===== src/trace_config.svh =====
/*
 * tracer build parameters
 * data width, record FIFO depth, consumer credits, cycle stamp width
 */

`ifndef TRACE_CONFIG_SVH
`define TRACE_CONFIG_SVH

// data and address width of the host pipeline
`define TRACE_XLEN 32

`define TRACE_FIFO_DEPTH 4  // record FIFO entries

// consumer buffer slots, credit count after reset
`define TRACE_CREDITS 2

`define TRACE_CYCLE_W 32  // cycle stamp width

`endif


===== src/trace_ifs.sv =====
/*
 * retire_if   WB slot of the shadow pipeline
 * record_if   decoded trace record toward the sender
 */

`timescale 1ns/1ps
`default_nettype none

`include "trace_config.svh"

interface retire_if;
  logic                   valid;   // one cycle per slot entering WB
  logic                   bubble;  // slot is a stall marker
  logic [`TRACE_XLEN-1:0] addr;
  logic [`TRACE_XLEN-1:0] word;
  logic [`TRACE_XLEN-1:0] alu_a;
  logic [`TRACE_XLEN-1:0] alu_b;
  logic [`TRACE_XLEN-1:0] rs_val;
  logic [`TRACE_XLEN-1:0] rt_val;
  logic [`TRACE_XLEN-1:0] store_val;

  modport source (output valid, bubble, addr, word, alu_a, alu_b, rs_val, rt_val, store_val);
  modport sink (input valid, bubble, addr, word, alu_a, alu_b, rs_val, rt_val, store_val);
endinterface


`default_nettype wire


===== src/trace_shadow_pipe.sv =====
/*
 * shadow copy of the host IF/ID, ID/EX, EX/MEM, MEM/WB registers
 * follows host stalls and marks injected bubbles
 */

`timescale 1ns/1ps
`default_nettype none

`include "trace_config.svh"

module trace_shadow_pipe (
  input  logic                   clk,
  input  logic                   rst_n,
  input  logic [`TRACE_XLEN-1:0] instr_addr,
  input  logic [`TRACE_XLEN-1:0] instr,
  input  logic [`TRACE_XLEN-1:0] rs_data,      // ID stage
  input  logic [`TRACE_XLEN-1:0] rt_data,
  input  logic [`TRACE_XLEN-1:0] alu_in1,      // EX stage
  input  logic [`TRACE_XLEN-1:0] alu_in2,
  input  logic [`TRACE_XLEN-1:0] mem_data_in,  // store data
  input  logic                   hazard_stall,
  input  logic                   break_stall,
  input  logic                   instmiss_stall,
  input  logic                   wb_stall,
  input  logic                   datamiss_stall,
  retire_if.source               retire
);

  logic partial_stall;
  logic full_stall;
  logic front_en;  // IF/ID load
  logic back_en;   // ID/EX onward shift

  logic [`TRACE_XLEN-1:0] ifid_word, ifid_addr;
  logic [`TRACE_XLEN-1:0] idex_word, idex_addr, idex_rs, idex_rt;
  logic [`TRACE_XLEN-1:0] exmem_word, exmem_addr, exmem_rs, exmem_rt;
  logic [`TRACE_XLEN-1:0] exmem_alu_a, exmem_alu_b, exmem_store;
  logic [`TRACE_XLEN-1:0] memwb_word, memwb_addr, memwb_rs, memwb_rt;
  logic [`TRACE_XLEN-1:0] memwb_alu_a, memwb_alu_b, memwb_store;

  logic ifid_valid;
  logic idex_valid, idex_bubble;
  logic exmem_valid, exmem_bubble;
  logic memwb_valid, memwb_bubble;
  logic wb_fresh;  // MEM/WB loaded on the last edge

  assign partial_stall = hazard_stall | break_stall | instmiss_stall;
  assign full_stall    = wb_stall | datamiss_stall;

  // partial stall wins over a full stall
  assign front_en = ~partial_stall & ~full_stall;
  assign back_en  = partial_stall | ~full_stall;

  always_ff @(posedge clk)
  begin
    if (!rst_n)
    begin
      ifid_valid   <= 1'b0;
      idex_valid   <= 1'b0;
      idex_bubble  <= 1'b0;
      exmem_valid  <= 1'b0;
      exmem_bubble <= 1'b0;
      memwb_valid  <= 1'b0;
      memwb_bubble <= 1'b0;
      wb_fresh     <= 1'b0;
    end
    else
    begin
      if (front_en)
        ifid_valid <= 1'b1;
      if (back_en)
      begin
        idex_valid   <= ifid_valid;
        idex_bubble  <= partial_stall;  // held IF/ID leaves a bubble behind
        exmem_valid  <= idex_valid;
        exmem_bubble <= idex_bubble;
        memwb_valid  <= exmem_valid;
        memwb_bubble <= exmem_bubble;
      end
      wb_fresh <= back_en;
    end
  end

  // payload, each operand sampled while its instruction sits in the matching stage
  always_ff @(posedge clk)
  begin
    if (front_en)
    begin
      ifid_word <= instr;
      ifid_addr <= instr_addr;
    end
    if (back_en)
    begin
      idex_word   <= ifid_word;
      idex_addr   <= ifid_addr;
      idex_rs     <= rs_data;
      idex_rt     <= rt_data;
      exmem_word  <= idex_word;
      exmem_addr  <= idex_addr;
      exmem_rs    <= idex_rs;
      exmem_rt    <= idex_rt;
      exmem_alu_a <= alu_in1;
      exmem_alu_b <= alu_in2;
      exmem_store <= mem_data_in;
      memwb_word  <= exmem_word;
      memwb_addr  <= exmem_addr;
      memwb_rs    <= exmem_rs;
      memwb_rt    <= exmem_rt;
      memwb_alu_a <= exmem_alu_a;
      memwb_alu_b <= exmem_alu_b;
      memwb_store <= exmem_store;
    end
  end

  assign retire.valid     = memwb_valid & wb_fresh;
  assign retire.bubble    = memwb_bubble;
  assign retire.addr      = memwb_addr;
  assign retire.word      = memwb_word;
  assign retire.alu_a     = memwb_alu_a;
  assign retire.alu_b     = memwb_alu_b;
  assign retire.rs_val    = memwb_rs;
  assign retire.rt_val    = memwb_rt;
  assign retire.store_val = memwb_store;

endmodule

`default_nettype wire


===== src/flat_wrapper.sv =====
// flat-port wrapper written by rule: the top's interface ports become plain ports
module trace_shadow_pipe_flat 
  (clk, rst_n, instr_addr, instr, rs_data, rt_data, alu_in1, alu_in2, mem_data_in, hazard_stall, break_stall, instmiss_stall, wb_stall, datamiss_stall, retire_valid, retire_bubble, retire_addr, retire_word, retire_alu_a, retire_alu_b, retire_rs_val, retire_rt_val, retire_store_val);
  retire_if retire_i ();
  input  logic clk;
  input  logic rst_n;
  input  logic [`TRACE_XLEN-1:0] instr_addr;
  input  logic [`TRACE_XLEN-1:0] instr;
  input  logic [`TRACE_XLEN-1:0] rs_data;
  input  logic [`TRACE_XLEN-1:0] rt_data;
  input  logic [`TRACE_XLEN-1:0] alu_in1;
  input  logic [`TRACE_XLEN-1:0] alu_in2;
  input  logic [`TRACE_XLEN-1:0] mem_data_in;
  input  logic hazard_stall;
  input  logic break_stall;
  input  logic instmiss_stall;
  input  logic wb_stall;
  input  logic datamiss_stall;
  output wire logic [$bits(retire_i.valid)-1:0] retire_valid;
  output wire logic [$bits(retire_i.bubble)-1:0] retire_bubble;
  output wire logic [$bits(retire_i.addr)-1:0] retire_addr;
  output wire logic [$bits(retire_i.word)-1:0] retire_word;
  output wire logic [$bits(retire_i.alu_a)-1:0] retire_alu_a;
  output wire logic [$bits(retire_i.alu_b)-1:0] retire_alu_b;
  output wire logic [$bits(retire_i.rs_val)-1:0] retire_rs_val;
  output wire logic [$bits(retire_i.rt_val)-1:0] retire_rt_val;
  output wire logic [$bits(retire_i.store_val)-1:0] retire_store_val;
  assign retire_valid = retire_i.valid;
  assign retire_bubble = retire_i.bubble;
  assign retire_addr = retire_i.addr;
  assign retire_word = retire_i.word;
  assign retire_alu_a = retire_i.alu_a;
  assign retire_alu_b = retire_i.alu_b;
  assign retire_rs_val = retire_i.rs_val;
  assign retire_rt_val = retire_i.rt_val;
  assign retire_store_val = retire_i.store_val;
  trace_shadow_pipe u_core (.clk(clk), .rst_n(rst_n), .instr_addr(instr_addr), .instr(instr), .rs_data(rs_data), .rt_data(rt_data), .alu_in1(alu_in1), .alu_in2(alu_in2), .mem_data_in(mem_data_in), .hazard_stall(hazard_stall), .break_stall(break_stall), .instmiss_stall(instmiss_stall), .wb_stall(wb_stall), .datamiss_stall(datamiss_stall), .retire(retire_i));
endmodule

===== config.mk =====
export PLATFORM = sky130hd
export DESIGN_NAME = trace_shadow_pipe_flat
export DESIGN_NICKNAME = d
export VERILOG_FILES = /design/src/trace_ifs.sv /design/src/trace_shadow_pipe.sv /design/src/flat_wrapper.sv
export VERILOG_INCLUDE_DIRS = /design/src
export SDC_FILE = /design/constraint.sdc
export NUM_CORES = 1
export LEC_CHECK = 0
export ABC_CLOCK_PERIOD_IN_PS = 23300
export BUFFER_PORTS_ARGS = -buffer_cell sky130_fd_sc_hd__buf_2
export CAP_MARGIN = 30
export CORE_ASPECT_RATIO = 0.7
export CORE_UTILIZATION = 40
export CTS_BUF_LIST = sky130_fd_sc_hd__clkbuf_2
export DETAILED_ROUTE_END_ITERATION = 7
export HOLD_SLACK_MARGIN = 0.08
export PLACE_DENSITY = 0.62
export SLEW_MARGIN = 10
export SYNTH_ARGS = -nofsm -noshare
export SYNTH_HDL_FRONTEND = slang
export SYNTH_SLANG_ARGS = --single-unit

===== constraint.sdc =====
create_clock -name clk -period 23.3 [get_ports clk]
set_input_delay 1.165 -clock clk [delete_from_list [all_inputs] [get_ports clk]]
set_output_delay 1.165 -clock clk [all_outputs]
set_load 0.01 [all_outputs]

# After elaboration in Yosys (flattened, before gate mapping)
# Index checks and enable logic that the tools add are counted.
[classes]
n_bitwise = 8
[ops]
columns = ["cell", "n"]
rows = [
  ["$or 1x1->1", 4],
  ["$and 1x1->1", 2],
  ["$not 1->1", 2],
]
[word_totals]
regBits = 648
word_cells = 36
inputBits = 231
out_inout_bits = 226

# Longest topological paths before layout
[depth]
ltp_word = 4
mapped_depth = 4
depth_no_buf = 3

# Worst setup path before layout
# OpenSTA, ideal clock, no wires.
[synth_timing]
path_kind = "input -> register"
startpoint = "input datamiss_stall"
endpoint = "register u_core.exmem_addr[0] (enable)"
setup_ns = 0.667
arrival_time_ns = 7.588
n_path_buf = 1
stages = 3
setup_slack_ns = 15.045
required_time_ns = 22.633
cell_sequence = "o21a_1 > buf_6 > inv_2"
[synth_via]
elab_chain_len = 3
[synth_rtl]
columns = ["item", "line", "text"]
rows = [
  ["from (decl)", "flat_wrapper.sv:18", "input logic datamiss_stall;"],
  ["$or 1x1->1", "trace_shadow_pipe.sv:48", "assign full_stall = wb_stall | datamiss_stall;"],
  ["$not 1->1", "trace_shadow_pipe.sv:52", "assign back_en = partial_stall | ~full_stall;"],
  ["$or 1x1->1", "trace_shadow_pipe.sv:52", ""],
  ["via u_core.back_en", "trace_shadow_pipe.sv:32", "logic back_en;"],
  ["to (signal assigned)", "trace_shadow_pipe.sv:99", "exmem_addr <= idex_addr;"],
  ["to (decl)", "trace_shadow_pipe.sv:36", "logic [`TRACE_XLEN-1:0] exmem_word, exmem_addr, exmem_rs, exmem_rt;"],
]
# The timed path passes the listed nets, and every way through them passes these cells.
# A chain may end at the register's enable or synchronous reset.

# Final worst setup path
[layout_timing]
startpoint = "input datamiss_stall"
endpoint = "register u_core.exmem_store[17] (enable)"
[layout_via]
elab_chain_len = 3
[layout_rtl]
columns = ["item", "line", "text"]
rows = [
  ["$or 1x1->1", "trace_shadow_pipe.sv:48", ""],
  ["$not 1->1", "trace_shadow_pipe.sv:52", ""],
  ["$or 1x1->1", "trace_shadow_pipe.sv:52", ""],
  ["via u_core.back_en", "trace_shadow_pipe.sv:32", ""],
  ["to (signal assigned)", "trace_shadow_pipe.sv:104", "exmem_store <= mem_data_in;"],
  ["to (decl)", "trace_shadow_pipe.sv:37", "logic [`TRACE_XLEN-1:0] exmem_alu_a, exmem_alu_b, exmem_store;"],
]
# The timed path passes the listed nets, and every way through them passes these cells.

==> metrics.txt <==
first-pass GRT wire length=51000 µm; layout cells sized above 1=0.443; commonest non-fill, non-tap cells in the layout=640 x edfxtp_1, 456 x buf_2, 217 x clkbuf_2, 193 x dlygate4sd3_1, 20 x clkinv_1; Syn Inst Count=671; post-route cell area=26000 µm²; placed cell count=1788; post-cts sizing count=0; Tot Pwr=2.23 mW; port bufs=456; Power Density=85.7 nW/µm²; final WL=35300 µm; critical-path cell list=buf_2 > o21a_1 > inv_8 > buf_4 > buf_16 > buf_4 > buf_4 > buf_16 > buf_4 > buf_12; DRT iter0 DRCs=560; grt total ovfl=0; Die H=187 µm; RePlAce Congestion=0.764; CP top delay family=buffers and inverters; Unique masters post-synth=14; commonest non-fill, non-tap cell in the layout=edfxtp_1; Root Driver=clkbuf_2; max cap viols=0; Seq cells post-synth=648; Hold Path Depth=1; H-Tree Level Count=4; DP HPWL=21300 µm; core area=48000 µm²; Mapped Area=19500 µm²; Top cell by count, worst path=buf_4; WP buf/inv=9; Final setup viols=0; CP max-delay cell=inv_8; Startpoint Class=primary input; leakage power=10.4 nW; vias in the first global route=9348; CP max stage delay=0.65 ns; Routed WL per cell=15.8 µm; part of the cycle the worst path needs=0.191; status=complete, no violations; initial antenna violation count=6; Initial Util=0.407; ys async rst share=0; most frequently used flop master after synthesis=edfxtp_1; number of enable flip-flop cells after synthesis=640; area post-placement=22700 µm²; first drt pass iteration count=4; RSZ-0062 raised after global routing=no; DIE AREA=49700 µm²; Worst IR Drop VDD=0.0416 mV; Crit Path Max Fanout=126; syn_nets=902; largest net degree at the start of global routing=127; Worst R2R Path Depth=2; WP data arrival=5.15 ns; worst-margin pin slew=0.919 ns; Die W=266 µm; DRC Markers=0; fillers=3796; Inserted Clock Buffers=148; WP depth=10; clk_lat worst skew=1.04 ns; CP required=24.02 ns; FMAX=0.225 GHz; Cell Count, Final, Fillers Out=2237; nets=1711; Tot GR Track Use=0.137; total clock sinks=648; Slew HR=0.387; Setup crit end kind=flop; area delta synth->final=33.3%; TritonCTS clock tree=built; total number of vias=9331; Yosys Warn Count=0; ANT nets after route=0; Seq/Total Area, Yosys=0.992; Ports=457; clk_skew=0.0656 ns; Max Slew Vio Count=0; Setup CP Type=primary input to flop; number of cell rows=67; clock buffer depth=3; syn avg cell area=29.1 µm²; final setup TNS=0 ns; Fin. Hold Viols=0; clk slew on worst S/H paths=0.11 ns; Final Critical Period=4.44 ns; vias per cell=4.17; Hold WC Path Type=primary input to flop
[worst register-to-register path: stages (launching register included)]
cell and delay [ns]:
dfxtp_1 0.36, o21ai_0 0.08, a21boi_0 0.19
[final cells by class]
cell class                 count  area (µm²)  share of cell area
multi-input combinational     20         145             0.00558
clock inverter                32         209             0.00803
clock buffer                 217        1090              0.0417
inverter                       1        11.3            0.000433
tap                          655         820              0.0315
antenna                        3        7.51            0.000288
timing repair buffer         661        4380               0.168
sequential                   648       19400               0.744
[repair_timing]
action,CTS,global route
hold buffers,112,81
hold endpoints to repair,112,81
setup buffers,0,0
[power breakdown]
| group | total, mW | internal, mW | switching, mW |
|---|---|---|---|
| clock network | 0.687 | 0.279 | 0.408 |
| logic | 0.135 | 0.0648 | 0.0704 |
| registers | 1.41 | 1.39 | 0.0243 |
| total | 2.23 | 1.73 | 0.503 |
[layer usage]
metal,share of wire,routed length (µm),GRT usage,up-vias
li1,-,-,-,4435
met1,0.40,14000,0.154,4476
met2,0.49,17200,0.214,347
met3,0.094,3320,0.0754,67
met4,0.018,637,0.0615,6
met5,0.0010,37,0,-
[stage by stage]
stage	worst slack, ns	hold WS (ns)	util
after floorplan	15.05	0.400	-
after global placement	17.09	0.400	0.473
after detailed placement	16.97	0.405	0.473
after CTS	18.20	0.0801	0.523
after global routing	18.79	0.0809	0.542
final	18.86	0.318	0.542
[path summary, 6_finish.rpt]
path / startpoint / end / slack (ns)
worst min-delay path: instr_addr[21] / u_core.ifid_addr[21]$_DFFE_PP_ / 0.32
worst max register to register: u_core.idex_bubble$_SDFFE_PN0P_ / u_core.idex_bubble$_SDFFE_PN0P_ / 22.59
worst max-delay path: datamiss_stall / u_core.exmem_store[17]$_DFFE_PP_ / 18.86
worst min register to register: u_core.exmem_alu_b[19]$_DFFE_PP_ / u_core.retire.alu_b[19]$_DFFE_PP_ / 0.36
[synth_stat cells, drive strengths merged, types with 2 or more instances]
master / instances / area [µm²]
edfxtp: 640 / 19200
dfxtp: 8 / 160
mux2i: 5 / 50.1
nand2: 7 / 26.3
o21a: 2 / 15.0
[logic make-up after synthesis]
group | share of synthesized area
flip-flops | 0.992
AND/OR/NAND/NOR | 0.00314
multiplexers | 0.00256
AO/OA/AOI/OAI | 0.00141
buffers and inverters | 0.000960
Note: power is estimated with default switching activity, not from simulation.
